[src/rv_inst_pkg.sv]
package rv_inst_pkg;

    typedef logic [31:0] inst_t;     // raw instruction word
    typedef logic [31:0] imm_t;      // sign-extended immediate, pc wide
    typedef logic [6:0]  opcode_t;
    typedef logic [4:0]  reg_idx_t;

    // control-transfer major opcodes
    localparam opcode_t OPC_BRANCH = 7'b1100011;
    localparam opcode_t OPC_JAL    = 7'b1101111;
    localparam opcode_t OPC_JALR   = 7'b1100111;

    localparam reg_idx_t REG_ZERO = 5'd0;
    localparam reg_idx_t REG_RA   = 5'd1;   // x1, standard link register
    localparam reg_idx_t REG_T0   = 5'd5;   // x5, alternate link register

    typedef enum logic [2:0] {
        CLS_NONE,
        CLS_BRANCH,
        CLS_JAL,
        CLS_JALR,
        CLS_RET
    } inst_class_e;

    typedef struct packed {
        inst_class_e cls;
        imm_t        offset;    // B or J immediate, zero otherwise
    } decoded_inst_t;

endpackage
[src/bpu_cfg_pkg.sv]
package bpu_cfg_pkg;

    typedef logic [31:0] xlen_t;    // pc or target address
    typedef logic [1:0]  ctr_t;     // saturating counter, msb = taken

    // weakly not-taken
    localparam ctr_t CTR_RESET = 2'b01;

    typedef struct packed {
        logic  is_ctrl;
        logic  taken;
        xlen_t target;
    } bpu_pred_t;

    // resolved control instruction from execute
    typedef struct packed {
        xlen_t              pc;
        rv_inst_pkg::inst_t inst;
        xlen_t              target;
        logic               taken;
    } bpu_update_t;

endpackage

[src/next_pc_select.sv]
module next_pc_select
    import rv_inst_pkg::*, bpu_cfg_pkg::*;
(
    input  xlen_t         pc_i,
    input  decoded_inst_t dec_i,
    input  ctr_t          ctr_i,
    input  logic          btb_hit_i,
    input  xlen_t         btb_target_i,
    input  logic          ras_empty_i,
    input  xlen_t         ras_top_i,
    output bpu_pred_t     pred_o
);

    xlen_t pc_seq;
    xlen_t pc_jump;

    assign pc_seq  = pc_i + xlen_t'(4);
    // btb wins over the decoded offset
    assign pc_jump = btb_hit_i ? btb_target_i : pc_i + dec_i.offset;

    always_comb begin
        pred_o.is_ctrl = (dec_i.cls != CLS_NONE);
        pred_o.taken   = 1'b0;
        pred_o.target  = pc_seq;
        case (dec_i.cls)
            CLS_RET: begin
                if (!ras_empty_i) begin
                    pred_o.taken  = 1'b1;
                    pred_o.target = ras_top_i;
                end
            end
            CLS_JAL: begin
                pred_o.taken  = 1'b1;     // unconditional
                pred_o.target = pc_jump;
            end
            CLS_BRANCH: begin
                if (ctr_i[1]) begin
                    pred_o.taken  = 1'b1;
                    pred_o.target = pc_jump;
                end
            end
            default: ;   // plain jalr falls through
        endcase
    end

endmodule

[config.mk]
export PLATFORM = sky130hd
export DESIGN_NAME = next_pc_select
export DESIGN_NICKNAME = d
export VERILOG_FILES = /design/src/rv_inst_pkg.sv /design/src/bpu_cfg_pkg.sv /design/src/next_pc_select.sv
export SDC_FILE = /design/constraint.sdc
export NUM_CORES = 1
export LEC_CHECK = 0
export ABC_CLOCK_PERIOD_IN_PS = 3400
export BUFFER_PORTS_ARGS = -buffer_cell sky130_fd_sc_hd__buf_2
export CORE_ASPECT_RATIO = 1.25
export CORE_MARGIN = 4
export CORE_UTILIZATION = 40
export DETAILED_ROUTE_END_ITERATION = 8
export PLACE_DENSITY_LB_ADDON = 0.15
export SLEW_MARGIN = 15
export SYNTH_ARGS = -nofsm -noshare
export SYNTH_HDL_FRONTEND = slang
export SYNTH_SLANG_ARGS = --single-unit
[constraint.sdc]
create_clock -name vclk -period 3.4
set_clock_uncertainty 0.15 [all_clocks]
set_input_delay 0.68 -clock vclk [all_inputs]
set_output_delay 0.68 -clock vclk [all_outputs]
set_load 0.01 [all_outputs]
# Yosys cells after proc, flatten, opt, wreduce, memory -nomap -nowiden
# Index checks and enable logic that the tools add are counted.
[totals] register_bits=0 input_bits=135 elab_cells=10
[op_classes] addsub=2 n_eq_ne=3 n_mux=4 n_reduce_logical=1
[ops] op="$pmux 33 s3" count=1
[ops] op="$mux 33" count=2
[ops] op="$add 32x3->32 const B" count=1
[ops] op="$add 32x32->32" count=1
[ops] op="$mux 32" count=1
[ops] op="$eq 3x1->1 const B" count=1
[ops] op="$eq 3x2->1 const B" count=1
[ops] op="$eq 3x3->1 const B" count=1
[ops] op="$reduce_bool 3->1" count=1

# Longest topological paths before layout
[logic_depth] word_depth=4 mapped_depth=11 depth_no_buf=11

# Worst setup path before layout
# OpenSTA, ideal clock, no wires.
[synth_timing] kind="input-to-output" startpoint="input port pc_i[0]" endpoint="output port pred_o[26] (netlist bit)" t_arrival_ps=2711 slack_ps=-141 path_stages=11 cell_sequence="ha_1 inv_1 fa_1 nor2b_1 o21bai_1 a311oi_1 a21oi_1 a31oi_1 a31oi_1 xnor2_1 o21ai_0"
[synth_rtl] element="start: declaration" line_no="next_pc_select.sv:4" rtl="input xlen_t pc_i,"
[synth_rtl] element="end: declaration" line_no="next_pc_select.sv:11" rtl="output bpu_pred_t pred_o"

==> qor.csv <==
metric,value,unit
min-delay src,btb_target_i[13],
critical path's slowest cell,fa_2,
DR DRC count,0,
final hold slack,1.533,ns
Worst Setup Start Kind,primary input,
count of final hold-check violations,0,
Die Ht,109.7,µm
Avg WL per Cell,18.07,µm
worst slew pin tran,0.5530,ns
"slowest stage delay, CP",0.36,ns
top cell family by delay on the critical path,compound AO/OA/AOI/OAI gates,
gr ovfl total,0,
Mapped Cells,506,
io pins,169,
RD Place Congestion,0.9333,
register area,0,µm²
Detailed Route WL,15650,µm
Leak,2.702,nW
vias,5077,
CP bufs+invs,5,
peak supply drop,0.1145,mV
failing checks,negative setup slack,
final setup margin,-0.4100,ns
Total Power,0.001037,W
Post-CTS Hold Buffers,0,
Port Buf Inserts,168,
"commonest non-fill, non-tap cell in the layout",buf_2,
vias per std cell,5.863,
WHS Endpoint,pred_o[13],
largest net degree at the start of global routing,20,
vias in the first global route,4981,
fraction of layout cells with a size suffix above 1,0.4968,
# rows,36,
fin nets,941,
P per Cell Area,176.5,nW/µm²
most frequent cells in the layout,"150 x buf_2, 116 x buf_4, 59 x nand2_1, 53 x a21oi_1, 32 x nor2_1",
maximum clock rate,0.2625,GHz
CP cell instances,buf_6 -> ha_4 -> inv_2 -> fa_2 -> nor2b_4 -> o21bai_4 -> a311oi_4 -> buf_4 -> nor2b_4 -> o21ai_2 -> buf_4 -> xor2_1 -> mux2i_1 -> o221ai_1 -> buf_2,
unrepaired setup endpoints after global routing,yes,
Critical Path RT,2.57,ns
Rel. slew slack,0.6313,
Area Growth Syn to Fin,77.30,%
syn_area_per_cell,6.545,µm²
fill count,635,
register area share after synthesis,0,
CORE AREA,7928,µm²
Multi-input gate area,3727,µm²
first-pass GRT wire length,22740,µm
WP data arrival,2.98,ns
drt pass-1 iters,5,
Yosys Warn Count,0,
dpl hpwl,11960,µm
count of different cell masters after synthesis,63,
max-cap violations,0,
clock buf count,0,
FFs & Latches,0,
status,"finished, violations left",
Routed Antenna Nets,0,
Final Critical Period,3.810,ns
initial antenna violation count,0,
Die ar.,9809,µm²
Max Transition Viols Final,0,
CP endpoint kind,primary output,
Final period util,1.121,
Tot GR Track Use,0.2885,
Final setup viols,21,
CP Class,in2out,
antenna cells,0,
Syn Nets,674,
DIE WIDTH,89.39,µm
Detailed Route Iter0 Violations,180,
hold path cells,3,
maximum fanout along the worst path,3,
worst min path class,in2out,
Initial Utilization,0.4178,
Post-Syn Area,3312,µm²
-- worst min-delay path: cells and delay by family --
| kind | cells | cell delay, ns |
|---|---|---|
| buffers and inverters | 2 | 0.20 |
| AO/OA/AOI/OAI | 1 | 0.12 |
-- metrics by stage --
step | area (µm²) | worst slack [ns] | util | setup TNS [ns] | cells
after floorplan | 3398 | -0.08031 | - | -0.08204 | 506
after global placement | 5097 | -0.4966 | 0.6430 | -7.164 | 853
final | 5872 | -0.4100 | 0.7407 | -4.989 | 866
after CTS | 5445 | -0.3672 | 0.6869 | -5.709 | 856
after detailed placement | 5097 | -0.5425 | 0.6430 | -7.739 | 853
after global routing | 5872 | -0.4353 | 0.7407 | -6.888 | 866
-- power breakdown --
| part | internal (W) | switching, W |
|---|---|---|
| Combinational | 0.000512 | 0.000524 |
| Sequential | 0 | 0 |
| Clock | 0 | 0 |
| Total | 0.000512 | 0.000524 |
-- worst max-delay path by stage --
stage / slack, ns / start / endpoint / depth (start not counted)
finish: -0.41 / dec_i[0] / pred_o[12] / 15
global route: -0.44 / pc_i[6] / pred_o[25] / 12
detailed placement: -0.54 / pc_i[0] / pred_o[30] / 13
global placement: -0.50 / pc_i[0] / pred_o[30] / 13
floorplan: -0.08 / dec_i[8] / pred_o[30] / 10
CTS: -0.37 / dec_i[0] / pred_o[26] / 14
-- per-layer routing --
metal  up-vias  track usage  part of all wire
met3        33      0.02099             0.074
li1       2436            -                 -
met1      2390       0.3289              0.37
met2       218       0.5580              0.53
met4         0      0.08191             0.021
met5         -            0                 0
-- kinds of logic after synthesis --
| logic type | Yosys count | synth area share |
|---|---|---|
| AO/OA/AOI/OAI | 191 | 0.3740 |
| AND/OR/NAND/NOR | 176 | 0.2856 |
| XOR/XNOR | 55 | 0.1454 |
| buffers and inverters | 46 | 0.05288 |
| adder cells (fa/ha/maj) | 33 | 0.1269 |
| multiplexers | 5 | 0.01511 |
-- timing repair --
item / 4_1_cts / 5_1_grt
pin swaps: 41 / 56
endpoints found under the hold margin: 0 / 0
buffers inserted: 4 / 11
gates cloned: 0 / 0
endpoints found under the setup margin: 23 / 24
resized for setup: 65 / 73
-- layout make-up --
type,count,share of cell area
inverter,17,0.01087
multi-input combinational,460,0.6348
tap,95,0.02024
timing repair buffer,294,0.3341
-- synth_stat cells, drive strengths merged, types with 9 or more instances --
master	n	share of area
nand2	62	0.070
a21oi	59	0.089
o21ai	36	0.056
nor2	33	0.040
ha	32	0.12
xnor2	29	0.077
clkbuf	26	0.029
xor2	26	0.069
nand3	20	0.034
inv	16	0.018
nand4	16	0.041
a21o	14	0.032
a31oi	10	0.019
a211oi	9	0.020
and3	9	0.017
nor3	9	0.014
No activity file was read; power rests on OpenSTA's default activity.
