File: src/rv_inst_pkg.sv
package rv_inst_pkg;

    typedef logic [31:0] inst_t;     // raw instruction word
    typedef logic [31:0] imm_t;      // sign-extended immediate, pc wide
    typedef logic [6:0]  opcode_t;
    typedef logic [4:0]  reg_idx_t;

    // control-transfer major opcodes
    localparam opcode_t OPC_BRANCH = 7'b1100011;
    localparam opcode_t OPC_JAL    = 7'b1101111;
    localparam opcode_t OPC_JALR   = 7'b1100111;

    localparam reg_idx_t REG_ZERO = 5'd0;
    localparam reg_idx_t REG_RA   = 5'd1;   // x1, standard link register
    localparam reg_idx_t REG_T0   = 5'd5;   // x5, alternate link register

    typedef enum logic [2:0] {
        CLS_NONE,
        CLS_BRANCH,
        CLS_JAL,
        CLS_JALR,
        CLS_RET
    } inst_class_e;

    typedef struct packed {
        inst_class_e cls;
        imm_t        offset;    // B or J immediate, zero otherwise
    } decoded_inst_t;

endpackage
File: src/bpu_cfg_pkg.sv
package bpu_cfg_pkg;

    typedef logic [31:0] xlen_t;    // pc or target address
    typedef logic [1:0]  ctr_t;     // saturating counter, msb = taken

    // weakly not-taken
    localparam ctr_t CTR_RESET = 2'b01;

    typedef struct packed {
        logic  is_ctrl;
        logic  taken;
        xlen_t target;
    } bpu_pred_t;

    // resolved control instruction from execute
    typedef struct packed {
        xlen_t              pc;
        rv_inst_pkg::inst_t inst;
        xlen_t              target;
        logic               taken;
    } bpu_update_t;

endpackage

File: src/return_stack.sv
module return_stack
    import bpu_cfg_pkg::*;
#(
    parameter int RAS_DEPTH = 16
) (
    input  logic  clk,
    input  logic  rst,
    input  logic  push_i,
    input  xlen_t push_addr_i,
    input  logic  pop_i,
    output logic  empty_o,
    output xlen_t top_o
);

    // pointer must reach RAS_DEPTH itself when full
    localparam int PTR_W = $clog2(RAS_DEPTH + 1);
    localparam int IDX_W = $clog2(RAS_DEPTH);

    typedef logic [PTR_W-1:0] ras_ptr_t;
    typedef logic [IDX_W-1:0] ras_idx_t;

    xlen_t    stack_q [RAS_DEPTH];
    ras_ptr_t sp_q;          // next free slot
    ras_ptr_t sp_pop;        // pointer after the pop
    ras_idx_t top_idx;
    logic     pop_ok;
    logic     push_ok;

    assign empty_o = (sp_q == '0);
    assign top_idx = empty_o ? '0 : ras_idx_t'(sp_q - ras_ptr_t'(1));
    assign top_o   = stack_q[top_idx];

    // pop first, then push lands on the freed slot
    assign pop_ok  = pop_i && !empty_o;     // underflow dropped
    assign sp_pop  = sp_q - ras_ptr_t'(pop_ok);
    assign push_ok = push_i && (sp_pop < ras_ptr_t'(RAS_DEPTH));

    always_ff @(posedge clk or posedge rst) begin
        if (rst) begin
            sp_q <= '0;
        end else begin
            sp_q <= sp_pop + ras_ptr_t'(push_ok);
        end
    end

    always_ff @(posedge clk) begin
        if (push_ok) begin
            stack_q[ras_idx_t'(sp_pop)] <= push_addr_i;
        end
    end

    a_sp_in_range: assert property (
        @(posedge clk) disable iff (rst)
        sp_q <= ras_ptr_t'(RAS_DEPTH)
    ) else $error("return stack pointer out of range");

endmodule

File: config.mk
export PLATFORM = sky130hd
export DESIGN_NAME = return_stack
export DESIGN_NICKNAME = d
export VERILOG_FILES = /design/src/rv_inst_pkg.sv /design/src/bpu_cfg_pkg.sv /design/src/return_stack.sv
export SDC_FILE = /design/constraint.sdc
export NUM_CORES = 1
export LEC_CHECK = 0
export ABC_CLOCK_PERIOD_IN_PS = 11910
export BUFFER_PORTS_ARGS = -buffer_cell sky130_fd_sc_hd__buf_2
export CORE_MARGIN = 5
export CORE_UTILIZATION = 56
export DETAILED_ROUTE_END_ITERATION = 10
export PLACE_DENSITY = 0.71
export SYNTH_ARGS = -nofsm -noshare
export SYNTH_HDL_FRONTEND = slang
export SYNTH_SLANG_ARGS = --single-unit
File: constraint.sdc
create_clock -name clk -period 11.91 [get_ports clk]
set_clock_uncertainty 0.1 [all_clocks]
set_input_delay 1.7865 -clock clk [delete_from_list [all_inputs] [get_ports clk]]
set_output_delay 1.7865 -clock clk [all_outputs]
set_load 0.05 [all_outputs]
# ---- Word level (Yosys, flattened, before mapping)
# Memory sizes are Yosys's and may differ from the RTL's.
# Cells that the tools add are included.
dict set report op_classes {
  add_sub_neg 3
  order_cmp 1
  muxes 3
  reduce_logical 4
}
# cell count
set op_table {}
lappend op_table {{$add 5x1->5} 1}
lappend op_table {{$logic_not 5->1} 1}
lappend op_table {{$lt 5x5->1 const B} 1}
lappend op_table {{$sub 5x1->5} 1}
lappend op_table {{$mux 4} 1}
lappend op_table {{$sub 4x1->4 const B} 1}
lappend op_table {{$logic_and 1x1->1} 2}
lappend op_table {{$mux 1} 2}
lappend op_table {{$logic_not 1->1} 1}
dict set report totals {
  regBits 5
  ramBits 512
  input_bits 36
  out_inout_bits 33
  wordCells 13
  memories 1
}
# memory depth width read_ports rd_clocked_by_memory_dff wr line_no
set mem_list {}
lappend mem_list {stack_q 16 32 1 0 1 return_stack.sv:22} ;# xlen_t stack_q [RAS_DEPTH];

# ---- Logic depth before layout (Yosys ltp)
dict set report logic_depth {
  word_depth 8
  ltp_mapped 18
}

# ---- Least setup slack after synthesis
# OpenSTA, ideal clock, no wires.
dict set report synth_path {
  kind {input to register}
  startpoint {in pop_i}
  endpoint {mem stack_q[0][0] (netlist name) (enable)}
  t_arrival_ns 4.344
  required_time_ns 11.389
  setup_slack_ns 7.045
  stages 9
  cell_sequence {nor2b_1 ha_1 ha_1 nand2b_1 or3_1 and3_1 clkbuf_1 nand3_1 nor2_1}
}
dict set report synth_between {
  elab_chain_cells 6
}
# element line_no
set synth_lines {}
lappend synth_lines {{start: declaration} return_stack.sv:10} ;# input logic pop_i,
lappend synth_lines {{$logic_and 1x1->1 *} return_stack.sv:34} ;# assign pop_ok = pop_i && !empty_o;
lappend synth_lines {{$sub 5x1->5 *} return_stack.sv:35} ;# assign sp_pop = sp_q - ras_ptr_t'(pop_ok);
lappend synth_lines {{$lt 5x5->1} return_stack.sv:36} ;# assign push_ok = push_i && (sp_pop < ras_ptr_t'(RAS_DEPTH));
lappend synth_lines {{$logic_and 1x1->1} return_stack.sv:36}
lappend synth_lines {{$mux 1} return_stack.sv:47} ;# if (push_ok) begin
lappend synth_lines {{$mux 1 (implied by the code)} return_stack.sv:48} ;# stack_q[ras_idx_t'(sp_pop)] <= push_addr_i;
lappend synth_lines {{end: declaration} return_stack.sv:22}
# Every way passes the cells marked *; elsewhere a longest branch is shown, timed or not.

# ---- Worst setup path after layout
dict set report layout_path {
  startpoint {reg sp_q[0]}
  endpoint {out top_o[21]}
}
dict set report layout_between {
  elab_chain_cells 3
  word_cells_on_any_way 4
  classes_between {1 x add/sub; 1 x mux; 1 x reduce/logical; 1 x memory}
}
# element line_no
set layout_lines {}
lappend layout_lines {{start: declaration} return_stack.sv:23} ;# ras_ptr_t sp_q;
lappend layout_lines {{start signal: assignment} return_stack.sv:42} ;# sp_q <= sp_pop + ras_ptr_t'(push_ok);
lappend layout_lines {{$sub 4x1->4 or $logic_not 5->1 (tied branches)} {return_stack.sv:30, return_stack.sv:29}}
lappend layout_lines {{$mux 4 *} return_stack.sv:30} ;# assign top_idx = empty_o ? '0 : ras_idx_t'(sp_q - ras_ptr_t'(1));
lappend layout_lines {{$mem_v2 16x32 *} n/a}
lappend layout_lines {{end: declaration} return_stack.sv:12} ;# output xlen_t top_o
# Marked as above.

==> impl_metrics.py <==
metrics = {
    "drt": {
        "via_per_inst": 6.33,
        "wl_met2_um": 24100,
        "routed_wl_um": 49100,
        "drtIter0Drc": 1152,
        "met1_length_um": 20300,
        "drt_pre_antenna_iters": 5,
        "wire_per_inst_um": 26.5,
        "vias": 11754,
        "top_layer": "met5",
        "antenna_left": 0,
        "drc": 0,
        "wl_met3_um": 3310,
    },
    "worst_setup_path": {
        "critPathArrivalTime_ns": 5.05,
        "crit_type": "flop to output port",
        "rr_startpoint": "sp_q[0]$_DFF_PP0_",
        "cp-start-kind": "flop",
        "crit_slowest_cell": "dfrtp_4",
        "r2r-end": "stack_q[2][19]$_DFFE_PP_",
        "worst-path-max-fanout": 73,
        "crit_required_ns": 10.02,
        "r2r_cells": 13,
        "r2r_slack_ns": 6.53,
        "crit_chain": "inv_1 > ha_1 > xnor2_1 > or2_2 > nor2_4 > buf_4 > a221oi_1 > a22o_1 > buf_2",
        "endpoint_kind": "output port",
        "cpPeakStageDelay_ns": 1.03,
    },
    "global_routing": {
        "antenna_found_initial": 3,
        "grt_max_degree": 96,
        "grt_pass1_vias": 11756,
        "gr-total-overflow": 0,
        "grtUsageTotal_pct": 23.5,
        "grt_first_pass_wirelength_um": 73200,
    },
    "clock_network": {
        "cts_setup_buffers": 0,
        "root_buffer": "clkbuf_16",
        "cts_tree": "done",
        "cts_resized": 0,
        "h-tree-depth": 2,
        "cts_sinks": 517,
        "clk_path_buf_depth": 3,
        "cts_buffers": 51,
        "path_clk_slew_ns": 0.05,
        "postCtsHoldBufs": 0,
        "clk-insertion-delay-late_ns": 0.58,
    },
    "job": {
        "drv_cap": 0,
    },
    "timing": {
        "setup_viol": 0,
        "max_freq_mhz": 144,
        "fin_crit_sh_pct": 58.2,
        "slew-limit-headroom_pct": 13.5,
        "tightest_slew_ns": 1.29,
        "min_period_ns": 6.94,
        "drv_slew": 0,
        "hold_viol": 0,
        "rsz0062_at_grt": "no",
        "tns_ns": 0,
    },
    "floorplanning": {
        "initial_utilization_pct": 56.8,
        "die_x_um": 203,
        "die_h_um": 203,
        "design.core.area_um2": 36700,
        "ios": 69,
        "die-area_um2": 41200,
        "core.rowCount": 70,
    },
    "logic_synthesis": {
        "synth-edff-count": 512,
        "ys_warn_count": 0,
        "synth_xor_area_share_pct": 0.252,
        "synth_area_um2": 20800,
        "async_reset_ff_share_pct": 0.967,
        "synthMuxAreaShare_pct": 6.15,
        "synth.distinct_cells": 38,
        "synth_seq_cells": 517,
        "ys.flop_type": "edfxtp_1",
        "ys_seq_area_share_pct": 74.4,
        "synth-simple-area-share_pct": 5.01,
        "synth_top_family_by_area": "compound AO/OA/AOI/OAI gates",
        "synth_cells": 1290,
        "synth_nets": 1332,
        "synth-compound-area-share_pct": 11.3,
        "synthAdderAreaFrac_pct": 0.360,
        "syn_area_per_cell_um2": 16.2,
    },
    "min_path": {
        "min-delay-start": "sp_q[4]$_DFF_PP0_",
        "min_to": "sp_q[4]$_DFF_PP0_",
        "hold_path_depth": 1,
        "hp-class": "flop to flop",
    },
    "final_layout": {
        "regArea_um2": 15500,
        "nNetsFinal": 1389,
        "synthToLayoutAreaGrowth_pct": 11.2,
        "multi_input_area_um2": 4970,
        "final_common_cell": "edfxtp_1",
        "fillers": 2617,
        "drive_gt1_share_pct": 13.9,
        "mostFrequentLayoutCells": "edfxtp_1, a21oi_1, mux2i_1, nand2b_1, buf_2",
    },
    "placed_design": {
        "place_congestion": 0.796,
        "port_buffers": 68,
        "dpl.hpwl_um": 26100,
    },
    "status": {
        "status": "completed",
    },
}
[flip-flops by register name, indices dropped and copies added (netlist names)]
signal,count
sp_q,5
stack_q,512
[logic make-up (layout without fill, tap and decap cells)]
kind of cell,after synthesis,after routing
buf+inv,98,194
simple gates,174,174
mux,128,128
xor+xnor,6,6
compound gates,361,361
flops,517,517
fa+ha+maj,6,6
other cells,0,2
[through the flow]
stage	util [%]	setup slack, ns	instance area (um^2)	std cells	hold slack, ns
final	63.1	4.97	23200	1856	0.559
after global placement	58.9	5.72	21600	1762	0.525
after detailed placement	58.9	5.64	21600	1762	0.532
after CTS	63.1	5.01	23200	1854	0.551
after floorplan	-	7.04	20800	1290	0.459
after global routing	63.1	4.77	23200	1854	0.585
[critical path: cells and delay by family (launching register included)]
family,cells,cell delay [ns]
adder cells (fa/ha/maj),1,0.38
XOR/XNOR,1,0.16
AO/OA/AOI/OAI,2,0.51
AND/OR/NAND/NOR,2,1.20
buffers and inverters,3,1.12
flip-flops,1,1.03
[worst max-delay path by stage]
stage / start / to
final: sp_q[0]$_DFF_PP0_ / top_o[21]
after global routing: sp_q[0]$_DFF_PP0_ / top_o[21]
after detailed placement: sp_q[0]$_DFF_PP0_ / top_o[21]
after CTS: sp_q[0]$_DFF_PP0_ / top_o[21]
after global placement: sp_q[0]$_DFF_PP0_ / top_o[21]
after floorplan: pop_i / stack_q[0][0]$_DFFE_PP_
[layer usage]
metal | vias to the layer above | track usage [%]
met2 | 441 | 39.2
li1 | 5226 | -
met1 | 5984 | 31.8
met3 | 101 | 4.42
met5 | - | 0
met4 | 2 | 7.30
[cell usage after synthesis, drive strengths merged (6+ instances only)]
library cell  number  area [um^2]
nand2b            68          425
inv                7         26.3
mux2i            128         1280
o21ai             67          347
a221oi            64          567
edfxtp           512        15400
a22o              32          280
nor2b             65          407
a211oi            64          480
clkbuf            47          180
nor2              21         78.8
ha                 6         75.1
a21oi            131          656
buf               44          320
[final cells by class]
class,count,area share (%)
antenna,2,0.0216
clock buffer,71,5.83
clock inverter,21,0.762
inverter,7,0.113
multi-input combinational,675,21.5
sequential,517,66.9
tap,468,2.53
timing repair buffer,95,2.34
Power is left out: the tool's default activity adds up to more than one toggle a clock period on the data nets, which glitch-free logic cannot reach.
