===== src/rv_inst_pkg.sv =====
package rv_inst_pkg;

    typedef logic [31:0] inst_t;     // raw instruction word
    typedef logic [31:0] imm_t;      // sign-extended immediate, pc wide
    typedef logic [6:0]  opcode_t;
    typedef logic [4:0]  reg_idx_t;

    // control-transfer major opcodes
    localparam opcode_t OPC_BRANCH = 7'b1100011;
    localparam opcode_t OPC_JAL    = 7'b1101111;
    localparam opcode_t OPC_JALR   = 7'b1100111;

    localparam reg_idx_t REG_ZERO = 5'd0;
    localparam reg_idx_t REG_RA   = 5'd1;   // x1, standard link register
    localparam reg_idx_t REG_T0   = 5'd5;   // x5, alternate link register

    typedef enum logic [2:0] {
        CLS_NONE,
        CLS_BRANCH,
        CLS_JAL,
        CLS_JALR,
        CLS_RET
    } inst_class_e;

    typedef struct packed {
        inst_class_e cls;
        imm_t        offset;    // B or J immediate, zero otherwise
    } decoded_inst_t;

endpackage

===== src/bpu_cfg_pkg.sv =====
package bpu_cfg_pkg;

    typedef logic [31:0] xlen_t;    // pc or target address
    typedef logic [1:0]  ctr_t;     // saturating counter, msb = taken

    // weakly not-taken
    localparam ctr_t CTR_RESET = 2'b01;

    typedef struct packed {
        logic  is_ctrl;
        logic  taken;
        xlen_t target;
    } bpu_pred_t;

    // resolved control instruction from execute
    typedef struct packed {
        xlen_t              pc;
        rv_inst_pkg::inst_t inst;
        xlen_t              target;
        logic               taken;
    } bpu_update_t;

endpackage


===== src/bimodal_table.sv =====
module bimodal_table
    import bpu_cfg_pkg::*;
#(
    parameter int BHT_INDEX_W = 9
) (
    input  logic  clk,
    input  logic  rst,
    input  xlen_t rd_pc_i,
    output ctr_t  rd_ctr_o,
    input  logic  upd_valid_i,
    input  xlen_t upd_pc_i,
    input  logic  upd_taken_i
);

    localparam int ENTRIES = 2 ** BHT_INDEX_W;

    typedef logic [BHT_INDEX_W-1:0] bht_idx_t;

    ctr_t     ctr_q [ENTRIES];
    bht_idx_t rd_idx;
    bht_idx_t wr_idx;
    ctr_t     cur_ctr;
    ctr_t     nxt_ctr;

    // halfword granular index, skips bit 0
    assign rd_idx = rd_pc_i[BHT_INDEX_W:1];
    assign wr_idx = upd_pc_i[BHT_INDEX_W:1];

    assign rd_ctr_o = ctr_q[rd_idx];
    assign cur_ctr  = ctr_q[wr_idx];

    always_comb begin
        nxt_ctr = cur_ctr;
        if (upd_taken_i) begin
            if (cur_ctr != 2'b11) nxt_ctr = cur_ctr + 2'b01;   // saturate at strongly taken
        end else begin
            if (cur_ctr != 2'b00) nxt_ctr = cur_ctr - 2'b01;
        end
    end

    always_ff @(posedge clk or posedge rst) begin
        if (rst) begin
            for (int i = 0; i < ENTRIES; i++) begin
                ctr_q[i] <= CTR_RESET;
            end
        end else if (upd_valid_i) begin
            ctr_q[wr_idx] <= nxt_ctr;
        end
    end

    // execute must resolve the direction before it strobes
    a_upd_taken_known: assert property (
        @(posedge clk) disable iff (rst)
        upd_valid_i |-> !$isunknown(upd_taken_i)
    ) else $error("bimodal update with unknown taken bit");

endmodule


===== config.mk =====
export PLATFORM = sky130hd
export DESIGN_NAME = bimodal_table
export DESIGN_NICKNAME = d
export VERILOG_FILES = /design/src/rv_inst_pkg.sv /design/src/bpu_cfg_pkg.sv /design/src/bimodal_table.sv
export SDC_FILE = /design/constraint.sdc
export NUM_CORES = 2
export LEC_CHECK = 0
export BUFFER_PORTS_ARGS = -buffer_cell sky130_fd_sc_hd__buf_2
export CAP_MARGIN = 20
export CORE_ASPECT_RATIO = 1.4
export CORE_UTILIZATION = 30
export DETAILED_ROUTE_END_ITERATION = 8
export PLACE_DENSITY = 0.51
export SYNTH_ARGS = -nofsm -noshare
export SYNTH_HDL_FRONTEND = slang
export SYNTH_SLANG_ARGS = --single-unit

===== constraint.sdc =====
create_clock -name clk -period 39.9 [get_ports clk]
set_input_delay 1.995 -clock clk [delete_from_list [all_inputs] [get_ports clk]]
set_output_delay 1.995 -clock clk [all_outputs]
set_load 0.01 [all_outputs]

# Word level (Yosys, flattened, before mapping)
# Cells that the tools add are included.
[op_classes]
n_addsub = 2
n_lt_le_gt_ge = 3
n_eq_ne = 1
muxes = 12
bitwise_logic = 2
reduce_logical = 2
[ops]
columns = ["operator", "count"]
rows = [
  ["$bwmux W1024", 1],
  ["$bmux W2 S9", 2],
  ["$ge A10 B10 Y1 const B", 2],
  ["$not A9 Y10", 2],
  ["$demux W2 S9", 1],
  ["$mux W2", 8],
  ["$lt A10 B1 Y1 const B", 1],
  ["$add A2 B1 Y2 const B", 1],
  ["$ne A2 B2 Y1 const B", 1],
  ["$reduce_bool A2 Y1", 1],
  ["$sub A2 B1 Y2 const B", 1],
  ["$logic_and A1 B1 Y1", 1],
]
[totals]
ff_bits = 1024
input_bits = 68
out_inout_bits = 2
elab_cells = 534

# Depth between registers and ports, before layout
[logic_depth]
ltp_word = 8
depth_mapped = 18
depth_no_buf = 9

# Least setup slack after synthesis
# Ideal clock, no wire load.
[synth_timing]
path_kind = "input port to output port"
startpoint = "in rd_pc_i[1]"
endpoint = "out rd_ctr_o[1]"
arrival_ns = 5.336
t_required_ns = 37.905
slack_ns = 32.569
path_stages = 8
n_path_buf = 3
cell_sequence = "clkbuf_1 > buf_1 > buf_1 > mux4_2 > mux4_2 > mux4_2 > mux4_2 > mux2_2"
[synth_between]
elab_chain_len = 4
[synth_rtl]
columns = ["item", "line", "rtl"]
rows = [
  ["from (decl)", "bimodal_table.sv:8", "input xlen_t rd_pc_i,"],
  ["$not A9 Y10 (implied by the code)", "bimodal_table.sv:29", "assign rd_ctr_o = ctr_q[rd_idx];"],
  ["$bmux W2 S9", "bimodal_table.sv:29", ""],
  ["$mux W2 (implied by the code) (2 in series)", "bimodal_table.sv:29", ""],
  ["to (decl)", "bimodal_table.sv:9", "output ctr_t rd_ctr_o,"],
]
# No other way between the ends. The select of a mux whose other input is x is not followed.

# Final worst setup path
[layout_timing]
startpoint = "in upd_pc_i[1]"
endpoint = "reg ctr_q[883] (netlist bit)"
[layout_between]
elab_chain_len = 8
word_cells_on_any_way = 17
cone_classes = "add/sub (2); order compare (2); eq/ne (1); mux (9); bitwise (1); reduce/logical (2)"
[layout_rtl]
columns = ["item", "line", "rtl"]
rows = [
  ["from (decl)", "bimodal_table.sv:11", "input xlen_t upd_pc_i,"],
  ["$not A9 Y10 (implied by the code) *", "bimodal_table.sv:30, bimodal_table.sv:47", ""],
  ["$bmux W2 S9", "bimodal_table.sv:30", "assign cur_ctr = ctr_q[wr_idx];"],
  ["$mux W2 (implied by the code) (2 in series)", "bimodal_table.sv:30", ""],
  ["$sub A2 B1 Y2 (tied with other cells)", "bimodal_table.sv:37", "if (cur_ctr != 2'b00) nxt_ctr = cur_ctr - 2'b01;"],
  ["$mux W2, on equally long branches", "bimodal_table.sv:37, bimodal_table.sv:35", ""],
  ["$mux W2", "bimodal_table.sv:34", "if (upd_taken_i) begin"],
  ["$bwmux W1024 *", "bimodal_table.sv:47", "ctr_q[wr_idx] <= nxt_ctr;"],
  ["to (signal, indexed assignment)", "bimodal_table.sv:47", ""],
  ["to (decl)", "bimodal_table.sv:19", "ctr_t ctr_q [ENTRIES];"],
]
# Mark *: on every way between the ends. The rest lies on a longest branch, timed or not. The select of a mux whose other input is x is not followed.
# A chain may end at the register's enable or synchronous reset.

==> results.txt <==
static leakage power -> 23.91 nW
post-synthesis sequential area ratio -> 0.4670
drt pass-1 iters -> 5
die height -> 514.3 um
register area -> 26,270 sq um
hold path start -> ctr_q[906]
routed len/inst -> 28.79 um
Final ANT Viol Nets -> 0
Min-Delay Path Depth -> 2
pwr dens -> 40.25 nW/um^2
crit path DAT -> 10,630 ps
RSZ-0062 raised after global routing -> no
smallest setup slack after layout -> 29,820 ps
CTS tree -> built
clk_lat worst skew -> 750 ps
Place WS -> 29,140 ps
vias in the first global route -> 42,095
Mapped Nets -> 5,004
Core Box Area -> 185,800 sq um
Reg-to-Reg End -> ctr_q[883]
Worst Hold Class -> flop to flop
max_cap viols -> 0
Worst setup SP type -> input pin
TritonCTS Buffers -> 101
Vias -> 41,489
Max Fanout on Critical Path -> 210
Crit Path Class -> input pin to flop
number of H-tree levels -> 3
Tcrit/Tclk final -> 0.2527
clock skew -> 43.73 ps
largest register by flop count -> ctr_q
Root Buffer -> clkbuf_16
grt ovf -> 0
Largest register FFs -> 1,024
Slew HR -> 0.1852
port buffer count -> 23
status -> finished clean
Ports -> 70
first-pass GRT wire length -> 306.8 mm
Hold Crit Endpoint -> ctr_q[906]
final hold vios -> 0
FF-to-FF Start -> ctr_q[475]
CTS max path bufs -> 3
CTS sink cnt -> 1,024
largest net degree at the start of global routing -> 211
Initial Util -> 0.3028
post-CTS setup buffers -> 0
worst reg-to-reg setup slack -> 33,610 ps
Fill cells -> 18,659
EDFF count, synth -> 0
R2R depth -> 11
GPL Wtd Cong -> 0.8897
Max Freq -> 99.17 MHz
FP Rows -> 187
Routed Wire Length -> 210.6 mm
initial drt markers -> 3,657
final setup vio count -> 0
Cell Area, Synth -> 56,250 sq um
min cycle time layout -> 10,080 ps
Top FF cell, synth -> dfstp_2
Req. time, crit path -> 40,440 ps
Largest regs -> ctr_q: 1024 flops
Synth cell types -> 61
Die Area -> 189,300 sq um
# DRC -> 0
share of cells above drive strength 1 -> 0.3293
clk slew on worst S/H paths -> 70 ps
Pins Over Slew Limit -> 0
initial antenna violation count -> 14
setup TNS -> 0 ps
Syn Area/Cell -> 11.40 sq um
Critical Path Sink Type -> flop
measured slew at the worst slew-check pin -> 1216 ps
Syn Inst Count -> 4,936
GRT Overall Usage -> 0.2205
area delta synth->final -> 10.81%
Post-synth ARST share -> 1.000
hpwl dp -> 132.9 mm
multi-input logic area -> 28,250 sq um
Layout Nets -> 4,835
post-CTS sizing -> 0
vias per cell -> 5.671
Worst VDD drop -> 0.03375 mV
synth warn -> 0
die width -> 368.0 um
Hold Buf Count CTS -> 0
#FFs+latches synth -> 1,024
[per-stage QoR]
stage / cells / area, sq um / util / power (mW) / hold slack [ps]
final: 7316 / 62330 / 0.3355 / 2.509 / 482.7
after global routing: 7314 / 62320 / 0.3355 / 2.585 / 498.9
after CTS: 7312 / 62310 / 0.3354 / 2.527 / 481.4
after detailed placement: 7120 / 58690 / 0.3159 / 1.459 / 467.2
after global placement: 7120 / 58690 / 0.3159 / 1.453 / 460.6
after floorplan: 4936 / 56250 / - / 1.345 / 448.0
[synth_stat cells, types with 3 or more instances]
cell	instances	area, sq um
a31oi_1	56	350.3
o211ai_1	3	22.52
a2bb2oi_1	5	43.79
buf_4	55	412.9
o21ai_1	7	35.03
buf_1	45	168.9
o31ai_2	11	137.6
clkbuf_1	247	927.1
nand2b_1	6	37.54
inv_1	5	18.77
or3b_2	3	26.28
dfrtp_1	512	12810
and3b_1	3	26.28
mux2_2	261	2939
o31ai_1	39	292.8
nor2b_1	7	43.79
nor3_1	15	75.07
a221oi_1	14	122.6
o2111ai_1	8	70.07
nor3b_1	3	22.52
a211oi_1	5	37.54
o21ai_0	471	2357
buf_6	11	123.9
nand3b_1	3	22.52
nand4_1	15	93.84
mux4_2	467	10520
nand2_1	684	2567
dfstp_2	512	13450
nand3_1	63	315.3
and2_1	7	43.79
nor2_1	566	2125
or3_1	5	31.28
a21oi_1	321	1607
and3_1	14	87.58
mux2i_1	284	2843
clkbuf_2	10	50.05
a311oi_1	3	26.28
a22oi_1	119	893.4
buf_2	39	195.2
[per-layer routing]
layer	GRT usage	routed length, um	vias up
met2	0.3686	102700	1559
met3	0.03771	13550	488
met4	0.1390	14690	16
met1	0.2627	79630	21573
li1	-	-	17853
met5	0	97	-
[layout make-up]
| type | instances | area share |
|---|---|---|
| diodes | 3 | 0.0001205 |
| clock buffers | 143 | 0.04816 |
| clock inverters | 49 | 0.009937 |
| inverters | 6 | 0.0004818 |
| multi-input cells | 3499 | 0.4533 |
| flip-flops and latches | 1024 | 0.4214 |
| well taps | 2457 | 0.04932 |
| repair buffers | 135 | 0.01730 |
[worst max path at each step]
stage | from | end | slack [ps]
after CTS | upd_pc_i[1] | ctr_q[364] | 29920
final | upd_pc_i[1] | ctr_q[883] | 29820
after global routing | upd_pc_i[1] | ctr_q[380] | 29520
after floorplan | rst | ctr_q[1001] | 9940
after global placement | upd_pc_i[1] | ctr_q[250] | 29220
after detailed placement | upd_pc_i[1] | ctr_q[242] | 29140
[worst max-delay path: stages]
cell and delay, ps:
buf_8 410, buf_4 760, buf_4 730, buf_12 490, buf_4 680, mux4_2 590, mux2i_1 280, o22a_1 200
a31oi_1 130, a21oi_1 490, o2111ai_1 300, nor2_1 220, maj3_4 750, buf_12 720, buf_4 910, o21ai_0 240
[layout by cell type, fill, tap and decap left out, types with 6 or more instances in the layout]
master / synthesis / final
a22oi_1: 119 / 119
mux4_2: 467 / 467
buf_2: 39 / 16
nor3_1: 15 / 7
o21ai_0: 471 / 471
mux2_2: 261 / 261
and2_1: 7 / 6
buf_4: 55 / 108
clkbuf_16: 0 / 106
nand2b_1: 6 / 6
buf_12: 0 / 6
clkbuf_1: 247 / 16
bufinv_16: 0 / 13
a31oi_1: 56 / 56
mux2i_1: 284 / 284
nor2_1: 566 / 562
dfrtp_1: 512 / 512
o31ai_1: 39 / 39
dfstp_2: 512 / 512
nand4_1: 15 / 15
o31ai_2: 11 / 11
o21ai_1: 7 / 7
a21oi_1: 321 / 320
o2111ai_1: 8 / 8
clkinvlp_4: 0 / 6
nand3_1: 63 / 59
a221oi_1: 14 / 14
nand2_1: 684 / 682
clkinv_2: 0 / 26
and3_1: 14 / 12
clkbuf_8: 0 / 21
[where the power goes]
group	internal (mW)	switching [mW]	leakage, nW
clock	0.610	0.455	1.79
combinational	0.0997	0.217	9.76
sequential	1.09	0.0316	12.4
[cell families after synthesis]
kind of cell | Yosys count | synth area share
and+or+nand+nor | 1403 | 0.09934
AOI/OAI and AO/OA | 1083 | 0.1099
DFF | 1024 | 0.4670
muxes | 1012 | 0.2898
buffers and inverters | 413 | 0.03379
adders and majority gates | 1 | 0.0002002
Note: power is estimated with default switching activity, not from simulation.
