### config.mk
export PLATFORM = sky130hd
export DESIGN_NAME = branch_decode
export DESIGN_NICKNAME = d
export VERILOG_FILES = /design/src/rv_inst_pkg.sv /design/src/bpu_cfg_pkg.sv /design/src/branch_decode.sv
export SDC_FILE = /design/constraint.sdc
export NUM_CORES = 1
export LEC_CHECK = 0
export BUFFER_PORTS_ARGS = -buffer_cell sky130_fd_sc_hd__clkbuf_2
export CAP_MARGIN = 20
export CORE_UTILIZATION = 33
export DETAILED_ROUTE_END_ITERATION = 8
export PLACE_DENSITY = 0.91
export SYNTH_ARGS = -nofsm -noshare
export SYNTH_HDL_FRONTEND = slang
export SYNTH_SLANG_ARGS = --single-unit
### constraint.sdc
create_clock -name vclk -period 2.48
set_input_delay 0.124 -clock vclk [all_inputs]
set_output_delay 0.124 -clock vclk [all_outputs]
set_load 0.005 [all_outputs]
### src/rv_inst_pkg.sv
package rv_inst_pkg;

    typedef logic [31:0] inst_t;     // raw instruction word
    typedef logic [31:0] imm_t;      // sign-extended immediate, pc wide
    typedef logic [6:0]  opcode_t;
    typedef logic [4:0]  reg_idx_t;

    // control-transfer major opcodes
    localparam opcode_t OPC_BRANCH = 7'b1100011;
    localparam opcode_t OPC_JAL    = 7'b1101111;
    localparam opcode_t OPC_JALR   = 7'b1100111;

    localparam reg_idx_t REG_ZERO = 5'd0;
    localparam reg_idx_t REG_RA   = 5'd1;   // x1, standard link register
    localparam reg_idx_t REG_T0   = 5'd5;   // x5, alternate link register

    typedef enum logic [2:0] {
        CLS_NONE,
        CLS_BRANCH,
        CLS_JAL,
        CLS_JALR,
        CLS_RET
    } inst_class_e;

    typedef struct packed {
        inst_class_e cls;
        imm_t        offset;    // B or J immediate, zero otherwise
    } decoded_inst_t;

endpackage
### src/bpu_cfg_pkg.sv
package bpu_cfg_pkg;

    typedef logic [31:0] xlen_t;    // pc or target address
    typedef logic [1:0]  ctr_t;     // saturating counter, msb = taken

    // weakly not-taken
    localparam ctr_t CTR_RESET = 2'b01;

    typedef struct packed {
        logic  is_ctrl;
        logic  taken;
        xlen_t target;
    } bpu_pred_t;

    // resolved control instruction from execute
    typedef struct packed {
        xlen_t              pc;
        rv_inst_pkg::inst_t inst;
        xlen_t              target;
        logic               taken;
    } bpu_update_t;

endpackage

### src/branch_decode.sv
module branch_decode
    import rv_inst_pkg::*, bpu_cfg_pkg::*;
(
    input  inst_t         inst_i,
    output decoded_inst_t dec_o
);

    opcode_t  opcode;
    reg_idx_t rd;
    reg_idx_t rs1;
    logic     is_ret;
    xlen_t    b_off;
    xlen_t    j_off;

    assign opcode = inst_i[6:0];
    assign rd     = inst_i[11:7];
    assign rs1    = inst_i[19:15];

    // jalr x0, 0(ra) or jalr x0, 0(t0)
    assign is_ret = (rd == REG_ZERO) &&
                    ((rs1 == REG_RA) || (rs1 == REG_T0)) &&
                    (inst_i[31:20] == 12'h000);

    // B-type immediate
    assign b_off = {{20{inst_i[31]}}, inst_i[7], inst_i[30:25], inst_i[11:8], 1'b0};
    // J-type immediate
    assign j_off = {{12{inst_i[31]}}, inst_i[19:12], inst_i[20], inst_i[30:21], 1'b0};

    always_comb begin
        dec_o.cls    = CLS_NONE;
        dec_o.offset = '0;
        case (opcode)
            OPC_BRANCH: begin
                dec_o.cls    = CLS_BRANCH;
                dec_o.offset = b_off;
            end
            OPC_JAL: begin
                dec_o.cls    = CLS_JAL;
                dec_o.offset = j_off;
            end
            OPC_JALR: begin
                dec_o.cls = is_ret ? CLS_RET : CLS_JALR;   // target is register based
            end
            default: ;
        endcase
    end

endmodule

Yosys cells after proc, flatten, opt, wreduce, memory -nomap -nowiden
Cells that the tools add are included.
{"block": "totals", "reg_bits": 0, "in_bits": 32, "output_inout_bits": 35, "elab_cells": 13}
{"block": "classes", "eq_ne": 5, "muxes": 3, "n_reduce_logical": 5}
{"op": "$pmux W32 S2", "n": 1}
{"op": "$eq A7 B7 Y1 const B", "n": 3}
{"op": "$logic_not A12 Y1", "n": 1}
{"op": "$pmux W3 S3", "n": 1}
{"op": "$eq A5 B1 Y1 const B", "n": 1}
{"op": "$eq A5 B3 Y1 const B", "n": 1}
{"op": "$logic_not A5 Y1", "n": 1}
{"op": "$mux W3", "n": 1}
{"op": "$logic_and A1 B1 Y1", "n": 2}
{"op": "$logic_or A1 B1 Y1", "n": 1}

Logic depth before layout (Yosys ltp)
Gate-level depths: netlist of the first run.
{"block": "depth", "word_depth": 6, "mapped_depth": 4, "depth_no_buf": 3}

Worst setup path after synthesis of the first run
Ideal clock, no wire load.
{"block": "synth_timing", "path_kind": "input-to-output", "from": "input port inst_i[4]", "to": "output port dec_o[21] (netlist bit)", "t_arrival_ps": 1124, "required_ps": 2356, "slack_ps": 1232, "path_stages": 4, "n_path_buf": 1, "cell_sequence": "and4b_1 > o211a_1 > and2_1 > buf_4"}
{"item": "start, declared", "line": "branch_decode.sv:4", "rtl": "input inst_t inst_i,"}
{"item": "end, declared", "line": "branch_decode.sv:5", "rtl": "output decoded_inst_t dec_o"}

==> results of run 1 <==
path summary, 6_finish.rpt:
check  depth (start not counted)  slack [ns]   endpoint
max                            5        1.06  dec_o[26]
min                            4        0.53  dec_o[14]
tightest hold or removal path, cell delays in order:
cell	delay [ns]
clkbuf_2	0.08
nand2_1	0.04
a21oi_1	0.05
clkbuf_2	0.10
cell type report:
class	instances	area [sq um]	share of cell area, %
multi-input combinational	55	323	48.1
tap	14	17.5	2.61
timing repair buffer	66	330	49.3
power by group:
| group | total, uW | switching (uW) | internal [uW] | leakage (uW) |
|---|---|---|---|---|
| Clock | 0 | 0 | 0 | 0 |
| Combinational | 56.4 | 27.6 | 28.7 | 0.000411 |
| Sequential | 0 | 0 | 0 | 0 |
| Total | 56.4 | 27.6 | 28.7 | 0.000411 |
stage by stage:
| stage | cells | util, % | hold WS [ns] | power [uW] | cell area (sq um) |
|---|---|---|---|---|---|
| 2_1_floorplan | 69 | - | 0.334 | 23.5 | 432 |
| 3_3_place_gp | 135 | 58.0 | 0.525 | 55.1 | 671 |
| 3_5_place_dp | 135 | 58.0 | 0.529 | 56.2 | 671 |
| 4_1_cts | 135 | 58.0 | 0.531 | 56.6 | 671 |
| 5_1_grt | 135 | 58.0 | 0.556 | 63.9 | 671 |
| 6_report | 135 | 58.0 | 0.529 | 56.4 | 671 |
layout by cell type (no fill, tap or decap):
master    synthesis  layout
a21oi_1          10      10
conb_1            1       1
nand2_2           1       1
nor2_1            8       8
nor2_2            1       1
and2_2            1       1
and4bb_1          1       1
nand2_1           9       9
nand3b_1          1       1
and3_1            1       1
nor4b_1           1       1
clkbuf_2          0      66
nand3_1           1       1
nor4_2            1       1
a22oi_1           5       5
o211a_1           1       1
and4b_1           2       2
and4_1            1       1
nor4_1            2       2
and2_1            7       7
cells by family (layout without fill, tap and decap cells):
group / after synthesis / after routing / share of synthesized area, %
buf+inv: 14 / 66 / 25.2
simple gates: 38 / 38 / 51.3
other cells: 1 / 1 / 0.869
compound gates: 16 / 16 / 22.6
per-layer routing:
layer	vias to the layer above	part of all wire [%]	global-route usage, %
met5	-	0	0
met4	0	0	1.79
met3	0	8.8	0
met2	42	51	39.0
met1	267	40	22.9
li1	338	-	-
==> results.env, run 1 <==
DIE_W_UM=38.2
SYNTH_TOP_CELLS_BY_COUNT='buf_4, a21oi_1, nand2_1'
VDD.IR_DROP.WORST_V=0.0000524
POSTCTSSETUPREPAIRBUFS=0
DETAIL_ROUTE.FIRST_PASS.ITERATIONS=4
ANTENNA-DIODE-COUNT=0
TIMING.CRITICAL_PATH.SLOWEST_CELL_DELAY_NS=0.33
SYN_NETS=101
TOTALNEGATIVESETUPSLACK_NS=0
DIE_AREA_SQ_MM=0.00146
CRITICAL_PATH.MAX_FANOUT=14
HOLD_PATH_STARTPOINT='inst_i[14]'
WORST_SETUP_SLACK_AFTER_PLACEMENT_NS=1.05
CELL_TAKING_THE_MOST_AREA_AFTER_SYNTHESIS='buf_4'
MAXCAPVIOLCOUNT=0
TIMING.CRITICAL_PATH.MODE_CELL='clkbuf_2'
YOSYS-TOP-CELLS-AREA='buf_4, a21oi_1, and2_1'
SYN2LAYOUT_AREA_GROWTH_PCT=55.4
CORE_AREA_SQ_MM=0.00116
POSTLAYOUTSETUPSLACKWORST_NS=1.06
CRIT_PATH_START_KIND='input port'
HOLD_CLASS='in2out'
SYN-INSTANCE-COUNT=69
POWER.STATIC_LEAKAGE_uW=0.000411
NUMBER_OF_ANTENNA_VIOLATIONS_AT_THE_FIRST_CHECK_IN_GLOBAL_ROUTING=0
GP_CONGESTION=0.762
DR.FIRST_ITER.DRC_COUNT=6
POWER.DENSITY_mW_PER_MM2=84.1
DETAIL_ROUTE.WL_PER_CELL_UM=9.81
FINAL_LAYOUT_SIZE_SUFFIX_GT1_SHARE_PCT=57.9
YOSYS_WARNINGS=0
CP.REQUIRED_NS=2.36
SYNTH.DISTINCT_CELLS=21
TIMING.FINAL.CRIT_SHARE_PCT=57.2
ENDPOINT_KIND='output port'
ANTENNA_VIOLATING_NETS_POST_ROUTE=0
HOLD_VIOL_FINAL=0
POST_CTS_HOLD_BUFFER_COUNT=0
CRIT_TYPE='in2out'
SYNTH.MOST_COMMON_CELL='buf_4'
GLOBALROUTEOVERFLOWTOTAL=0
TIMING.FINAL.CRIT_PERIOD_NS=1.42
IO-PIN-COUNT=67
NUMPORTBUFFERS=66
CP_TOP_FAMILY='simple AND/OR/NAND/NOR gates'
WIRE_LENGTH_OF_THE_FIRST_GLOBAL_ROUTING_PASS_UM=2100
CRITICAL_PATH.STARTPOINT='inst_i[2]'
POSTCTSRESIZEDCELLS=0
REPORT.FINAL.SLEW_VIOL_COUNT=0
SYNTH_AREA_PER_CELL_SQ_UM=6.26
ROWS=12
DRC_ERRORS=0
INITIAL_UTILIZATION_PCT=37.3
FINAL_NET_COUNT=155
SYNTH_TOP_AREA_SHARE_PCT=22.6
SYNTH.YOSYS.SEQ_AREA_SHARE_PCT=0
ACHIEVABLE-FREQUENCY_MHz=705
REGAREA_SQ_UM=0
SETUP_VIOL_COUNT_FINAL=0
SEQ_CELLS=0
DIE_H_UM=38.2
VIAS_PER_CELL=4.79
TIMING.CRITICAL_PATH.CELLS='clkbuf_2, and2_2, o211a_1, and2_1, clkbuf_2'
UNREPAIRED_SETUP_ENDPOINTS_AFTER_GLOBAL_ROUTING='false'
GRT_USE_TOTAL_PCT=19.3
TIMING.CRITICAL_PATH.SLOWEST_STAGE_CELL='and2_1'
VIAS_IN_THE_FIRST_GLOBAL_ROUTE=532
CRIT_ARRIVAL_NS=1.30
POSTROUTEWIRELENGTH_UM=1320
CLOCKBUFFERCOUNT=0
NETLIST_AREA_SQ_UM=432
STATUS='completed'
FINAL.FILL_COUNT=105
CP_NUM_BUF_INV=2
VIAS=647
MAXIMUM_NUMBER_OF_PINS_ON_ONE_NET_BEFORE_GLOBAL_ROUTE_REPAIR=15
Note: power is estimated with default switching activity, not from simulation.
==> inputs of run 2 (changes only) <==
--- a/config.mk
+++ b/config.mk
@@ -7,9 +7,9 @@
 export LEC_CHECK = 0
 export BUFFER_PORTS_ARGS = -buffer_cell sky130_fd_sc_hd__clkbuf_2
 export CAP_MARGIN = 20
-export CORE_UTILIZATION = 33
+export CORE_UTILIZATION = 28
 export DETAILED_ROUTE_END_ITERATION = 8
-export PLACE_DENSITY = 0.91
+export PLACE_DENSITY = 0.82
 export SYNTH_ARGS = -nofsm -noshare
 export SYNTH_HDL_FRONTEND = slang
 export SYNTH_SLANG_ARGS = --single-unit
==> constraint.sdc (replaced) <==
create_clock -name vclk -period 1.22
set_input_delay 0.061 -clock vclk [all_inputs]
set_output_delay 0.061 -clock vclk [all_outputs]
set_load 0.005 [all_outputs]
==> run 2 against run 1 <==
First-iteration DRC count increased to 3.2 times the previous value. Worst setup slack got worse by 0.94 ns. Via count increased by 9.6%. Clock-buffer cell count unchanged. Total power increased by 130%. Flip-flop and latch count unchanged. Combinational power increased by 130%. Critical path depth unchanged. Largest power group unchanged. Highest routed layer unchanged.
==> results.env, run 2 (same netlist as run 1, synthesis figures left out) <==
CRITICAL_PATH.MAX_FANOUT=2  # -12
POWER.STATIC_LEAKAGE_uW=0.000453  # +10%
REGAREA_SQ_UM=0  # unchanged
TOTALNEGATIVESETUPSLACK_NS=0  # unchanged
GLOBALROUTEOVERFLOWTOTAL=0  # unchanged
REPORT.FINAL.SLEW_VIOL_COUNT=0  # unchanged
VIAS_IN_THE_FIRST_GLOBAL_ROUTE=489  # -8.1%
NETSWITCHINGFRACTION_PCT=47.9  # -1.1 points
VIAS_PER_CELL=4.92  # +2.7%
CRIT_TYPE='in2out'
ROWS=13  # +1
INITIAL_UTILIZATION_PCT=31.6  # -5.7 points
CP.REQUIRED_NS=1.16  # -1.20 ns
FINALPOWER_uW=127  # +130%
CORE_AREA_SQ_MM=0.00137  # +18%
MOST_FREQUENT_STANDARD_CELL_IN_THE_LAYOUT_EXCLUDING_FILL_AND_TAP_CELLS='clkbuf_2'
POST_CTS_HOLD_BUFFER_COUNT=0  # unchanged
NETSWITCHINGPOWER_uW=61.0  # +120%
POWER.COMBINATIONAL.FRACTION_PCT=100.0  # about the same
DPL_CELL_AREA_SQ_UM=732  # +9.1%
SEQ_CELLS=0  # unchanged
UNREPAIRED_SETUP_ENDPOINTS_AFTER_GLOBAL_ROUTING='false'
GP_CONGESTION=0.771  # +1.1%
CRITICAL_PATH.STARTPOINT='inst_i[18]'
DETAIL_ROUTE.FIRST_PASS.ITERATIONS=4  # unchanged
TIMING.FINAL.CRIT_PERIOD_NS=1.10
DETAIL_ROUTE.WL_PER_CELL_UM=10.6  # +7.8%
DIE_W_UM=41.3  # +8.1%
TIMING.FINAL.CRIT_SHARE_PCT=90.5
CLOCK_GROUP_SHARE_OF_TOTAL_POWER_PCT=0  # unchanged
LAYOUT_COMMON_CELLS='clkbuf_2, a21oi_1, nand2_1'
ENDPOINT_KIND='output port'
ANTENNA-DIODE-COUNT=0  # unchanged
VIAS=709  # +9.6%
ANTENNA_VIOLATING_NETS_POST_ROUTE=0  # unchanged
DIE_AREA_SQ_MM=0.00170  # +17%
FINAL_NET_COUNT=163  # +5.2%
DRC_ERRORS=0  # unchanged
CRIT_PATH_START_KIND='input port'
POSTCTSSETUPREPAIRBUFS=0  # unchanged
DIE_H_UM=41.3  # +8.1%
SETUP_VIOL_COUNT_FINAL=0  # unchanged
NUMBER_OF_ANTENNA_VIOLATIONS_AT_THE_FIRST_CHECK_IN_GLOBAL_ROUTING=0  # unchanged
DR.FIRST_ITER.DRC_COUNT=19  # +13
ENDPOINT_OF_THE_MOST_CRITICAL_SETUP_PATH='dec_o[34]'
MAXCAPVIOLCOUNT=0  # unchanged
CRIT_ARRIVAL_NS=1.04  # -0.26 ns
MAXIMUM_NUMBER_OF_PINS_ON_ONE_NET_BEFORE_GLOBAL_ROUTE_REPAIR=14  # -1
ACHIEVABLE-FREQUENCY_MHz=906
INTPOWER_uW=66.4  # +130%
HOLD_CLASS='in2out'
WIRE_LENGTH_OF_THE_FIRST_GLOBAL_ROUTING_PASS_UM=1950  # -7.6%
GRT_USE_TOTAL_PCT=16.4  # -3.0 points
VDD.IR_DROP.WORST_V=0.0000930  # +77%
POSTROUTEWIRELENGTH_UM=1520  # +15%
SEQ_POWER_SHARE_PCT=0  # unchanged
DP_HPWL_UM=1320
FINAL.FILL_COUNT=148  # +41%
POWER.DENSITY_mW_PER_MM2=173  # +110%
POSTCTSRESIZEDCELLS=0  # unchanged
STATUS='completed'
HOLD-WORST-SLACK_NS=0.396  # -0.133 ns
IO-PIN-COUNT=67  # unchanged
POST-ROUTE-UTIL_PCT=54.0  # -4.0 points
CLOCKBUFFERCOUNT=0  # unchanged
FINAL_LAYOUT_SIZE_SUFFIX_GT1_SHARE_PCT=61.2  # +3.4 points
SYN2LAYOUT_AREA_GROWTH_PCT=71.0
NUMPORTBUFFERS=66  # unchanged
WORST_HOLD_PATH.NUM_CELLS=4  # unchanged
HOLD_VIOL_FINAL=0  # unchanged
FINAL_CELL_AREA_SQ_UM=738  # +10%
-- run 2: changes by cell type in the layout (fill, tap and decap cells not counted) --
cell	change
buf_4	+8
nor4b_1	-1
nor4b_2	+1
-- run 2: power groups by stage --
stage	combinational, uW	sequential [uW]	clock (uW)
after floorplan	47.7	0	0
after global placement	121	0	0
after detailed placement	125	0	0
after CTS	125	0	0
after global routing	140	0	0
final	127	0	0
-- run 2: area by class of cell --
| type | instances | area, sq um | area share (%) |
|---|---|---|---|
| multi-input combinational | 55 | 329 | 44.6 |
| tap | 15 | 18.8 | 2.54 |
| timing repair buffer | 74 | 390 | 52.9 |
-- run 2: stage by stage --
step           worst slack (ns)  instances
2_1_floorplan            0.0978         69
3_3_place_gp              0.105        144
3_5_place_dp              0.105        144
4_1_cts                  0.0966        144
5_1_grt                  0.0233        144
6_report                  0.116        144
-- run 2: critical path, cell delays in order --
cell and delay (ns):
clkbuf_2 0.09, nor4_2 0.33, and4b_1 0.25, and4bb_1 0.20, clkbuf_2 0.11
-- run 2: metal layers --
metal  share of wire [%]  vias to the layer above  global-route usage (%)
met5                   0                        -                       0
met4                   0                        0                   0.806
met3                 9.5                        0                    1.09
met2                  51                       42                    34.0
met1                  39                      313                    18.4
li1                    -                      354                       -
-- run 2: worst min path at each step --
stage	start	to	slack (ns)
floorplan	inst_i[0]	dec_o[33]	0.21
global placement	inst_i[13]	dec_o[13]	0.39
detailed placement	inst_i[13]	dec_o[13]	0.40
CTS	inst_i[13]	dec_o[13]	0.40
global route	inst_i[13]	dec_o[13]	0.42
finish	inst_i[13]	dec_o[13]	0.40
==> inputs of run 3 (changes only) <==
--- a/config.mk
+++ b/config.mk
@@ -7,9 +7,9 @@
 export LEC_CHECK = 0
 export BUFFER_PORTS_ARGS = -buffer_cell sky130_fd_sc_hd__clkbuf_2
 export CAP_MARGIN = 20
-export CORE_UTILIZATION = 28
+export CORE_UTILIZATION = 30
 export DETAILED_ROUTE_END_ITERATION = 8
-export PLACE_DENSITY = 0.82
+export PLACE_DENSITY = 0.83
 export SYNTH_ARGS = -nofsm -noshare
 export SYNTH_HDL_FRONTEND = slang
 export SYNTH_SLANG_ARGS = --single-unit
==> constraint.sdc (replaced) <==
create_clock -name vclk -period 1.1
set_input_delay 0.055 -clock vclk [all_inputs]
set_output_delay 0.055 -clock vclk [all_outputs]
set_load 0.005 [all_outputs]
==> run 3 against run 2 <==
Global-route usage up 1.2 points. Total power increased by 29%. Largest power group unchanged. Worst setup slack lost 0.071 ns. Sequential share of layout area did not move. Flip-flop and latch count stayed put. Core utilization rose by 7.8 points.
==> results.env, run 3 (same netlist as run 1, synthesis figures left out) <==
STATUS='completed'
DPL_CELL_AREA_SQ_UM=746  # +1.9%
DETAIL_ROUTE.WL_PER_CELL_UM=10.6  # +0.64%
NETSWITCHINGPOWER_uW=79.5  # +30%
CLOCKBUFFERCOUNT=0  # unchanged
IO-PIN-COUNT=67  # unchanged
WIRE_LENGTH_OF_THE_FIRST_GLOBAL_ROUTING_PASS_UM=2020  # +3.9%
TIMING.FINAL.CRIT_SHARE_PCT=95.8
CORE_AREA_SQ_MM=0.00132  # -3.6%
ROWS=13  # unchanged
ENDPOINT_KIND='output port'
FINAL.FILL_COUNT=131  # -11%
HOLD_PATH_STARTPOINT='inst_i[17]'
VIAS=703  # -0.85%
SEQ_CELLS=0  # unchanged
MOST_FREQUENT_STANDARD_CELL_IN_THE_LAYOUT_EXCLUDING_FILL_AND_TAP_CELLS='clkbuf_2'
POWER.DENSITY_mW_PER_MM2=202  # +17%
ACHIEVABLE-FREQUENCY_MHz=949
DR.FIRST_ITER.DRC_COUNT=12  # -7
GRT_USE_TOTAL_PCT=17.5  # +1.2 points
VIAS_PER_CELL=4.82  # -2.2%
REPORT.FINAL.SLEW_VIOL_COUNT=0  # unchanged
UNREPAIRED_SETUP_ENDPOINTS_AFTER_GLOBAL_ROUTING='true'
NUMBER_OF_ANTENNA_VIOLATIONS_AT_THE_FIRST_CHECK_IN_GLOBAL_ROUTING=0  # unchanged
INTPOWER_uW=84.9  # +28%
GRT_MOST_USED_LAYER='met2'
GR_LAYER_USAGE_MET1_PCT=19.1  # +0.72 points
INITIAL_UTILIZATION_PCT=32.8  # +1.2 points
GLOBALROUTEOVERFLOWTOTAL=0  # unchanged
CRIT_PATH_START_KIND='input port'
DIE_W_UM=39.9  # -3.2%
GLOBAL_ROUTE.USAGE.MET3_PCT=0  # -1.1 points
TOTALNEGATIVESETUPSLACK_NS=0  # unchanged
HOLD_VIOL_FINAL=0  # unchanged
NUMPORTBUFFERS=66  # unchanged
SEQ_POWER_SHARE_PCT=0  # unchanged
REGAREA_SQ_UM=0  # unchanged
POSTROUTEWIRELENGTH_UM=1550  # +2.0%
POST_CTS_HOLD_BUFFER_COUNT=0  # unchanged
CP.REQUIRED_NS=1.04  # -0.12 ns
POST_LAYOUT_NONFILLER_INSTANCES=146  # +1.4%
HOLD_CLASS='in2out'
ANTENNA_VIOLATING_NETS_POST_ROUTE=0  # unchanged
SETUP_VIOL_COUNT_FINAL=0  # unchanged
TIMING.HOLD.WORST_ENDPOINT='dec_o[17]'
POWER.STATIC_LEAKAGE_uW=0.000478  # +5.5%
VDD.IR_DROP.WORST_V=0.000129  # +38%
DIE_H_UM=39.9  # -3.2%
NETSWITCHINGFRACTION_PCT=48.4  # +0.48 points
GP_CONGESTION=0.763  # -1.0%
MAXIMUM_NUMBER_OF_PINS_ON_ONE_NET_BEFORE_GLOBAL_ROUTE_REPAIR=14  # unchanged
VIAS_IN_THE_FIRST_GLOBAL_ROUTE=523  # +7.0%
FINALPOWER_uW=164  # +29%
TIMING.FINAL.CRIT_PERIOD_NS=1.05
PLACED_CELLS_INCL_TAPS=144  # unchanged
DETAIL_ROUTE.FIRST_PASS.ITERATIONS=4  # unchanged
POST-ROUTE-UTIL_PCT=61.8  # +7.8 points
CLOCK_GROUP_SHARE_OF_TOTAL_POWER_PCT=0  # unchanged
CRIT_TYPE='in2out'
DP_HPWL_UM=1280  # -3.2%
ANTENNA-DIODE-COUNT=0  # unchanged
GLOBALROUTEMET2UTIL_PCT=38.3  # +4.3 points
LAYOUT_COMMON_CELLS='clkbuf_2, a21oi_1, nand2_1, buf_4, nor2_1'
WORST_HOLD_PATH.NUM_CELLS=4  # unchanged
FINAL_NET_COUNT=165  # +1.2%
MAXCAPVIOLCOUNT=0  # unchanged
DRC_ERRORS=0  # unchanged
POWER.COMBINATIONAL.FRACTION_PCT=100.0  # about the same
FINAL_CELL_AREA_SQ_UM=815  # +10%
FINAL_LAYOUT_SIZE_SUFFIX_GT1_SHARE_PCT=67.2  # +5.9 points
SYN2LAYOUT_AREA_GROWTH_PCT=88.7
CRIT_ARRIVAL_NS=1.00  # -0.04 ns
DIE_AREA_SQ_MM=0.00159  # -6.4%
CRITICAL_PATH.MAX_FANOUT=9  # +7
==> run 3: cell type report <==
type | count | area, sq um | share of cell area, %
tap | 15 | 18.8 | 2.30
multi-input combinational | 55 | 378 | 46.4
timing repair buffer | 76 | 418 | 51.3
==> run 3: how the worst max path moves through the flow <==
stage                            to        from  slack [ns]  cells past startpoint
after global placement    dec_o[34]  inst_i[11]       0.002                      5
final                     dec_o[13]   inst_i[4]        0.05                      7
after detailed placement  dec_o[21]   inst_i[4]      -0.004                      5
after global routing      dec_o[14]   inst_i[4]      -0.007                      7
after CTS                 dec_o[34]  inst_i[11]       0.001                      5
after floorplan           dec_o[21]   inst_i[4]         0.1                      4
==> run 3: timing repair <==
item                                    in CTS  in global routing
pin swaps                                    0                  5
resized for setup                            2                 13
endpoints found under the setup margin      13                 16
buffers inserted                             0                  2
==> run 3: power groups by stage <==
stage	logic (uW)	clock network [uW]	registers, uW
after detailed placement	146	0	0
after global placement	141	0	0
final	164	0	0
after floorplan	53.0	0	0
after global routing	180	0	0
after CTS	151	0	0
==> run 3: through the flow <==
stage	hold WS (ns)	setup slack (ns)
after floorplan	0.196	0.0974
after global placement	0.380	0.00192
after detailed placement	0.386	-0.00435
after CTS	0.388	0.00129
after global routing	0.394	-0.00671
final	0.385	0.0458
==> run 3: worst max-delay path, stage by stage <==
cell and delay, ns:
clkbuf_2 0.07, and4b_1 0.27, buf_4 0.13, nand2_2 0.09, buf_12 0.15, a21oi_1 0.11, clkbuf_2 0.13
==> run 3: metal layers <==
layer	up-vias	part of all wire, %
li1	356	-
met1	302	38
met2	45	54
met3	0	8.4
met4	0	0
met5	-	0
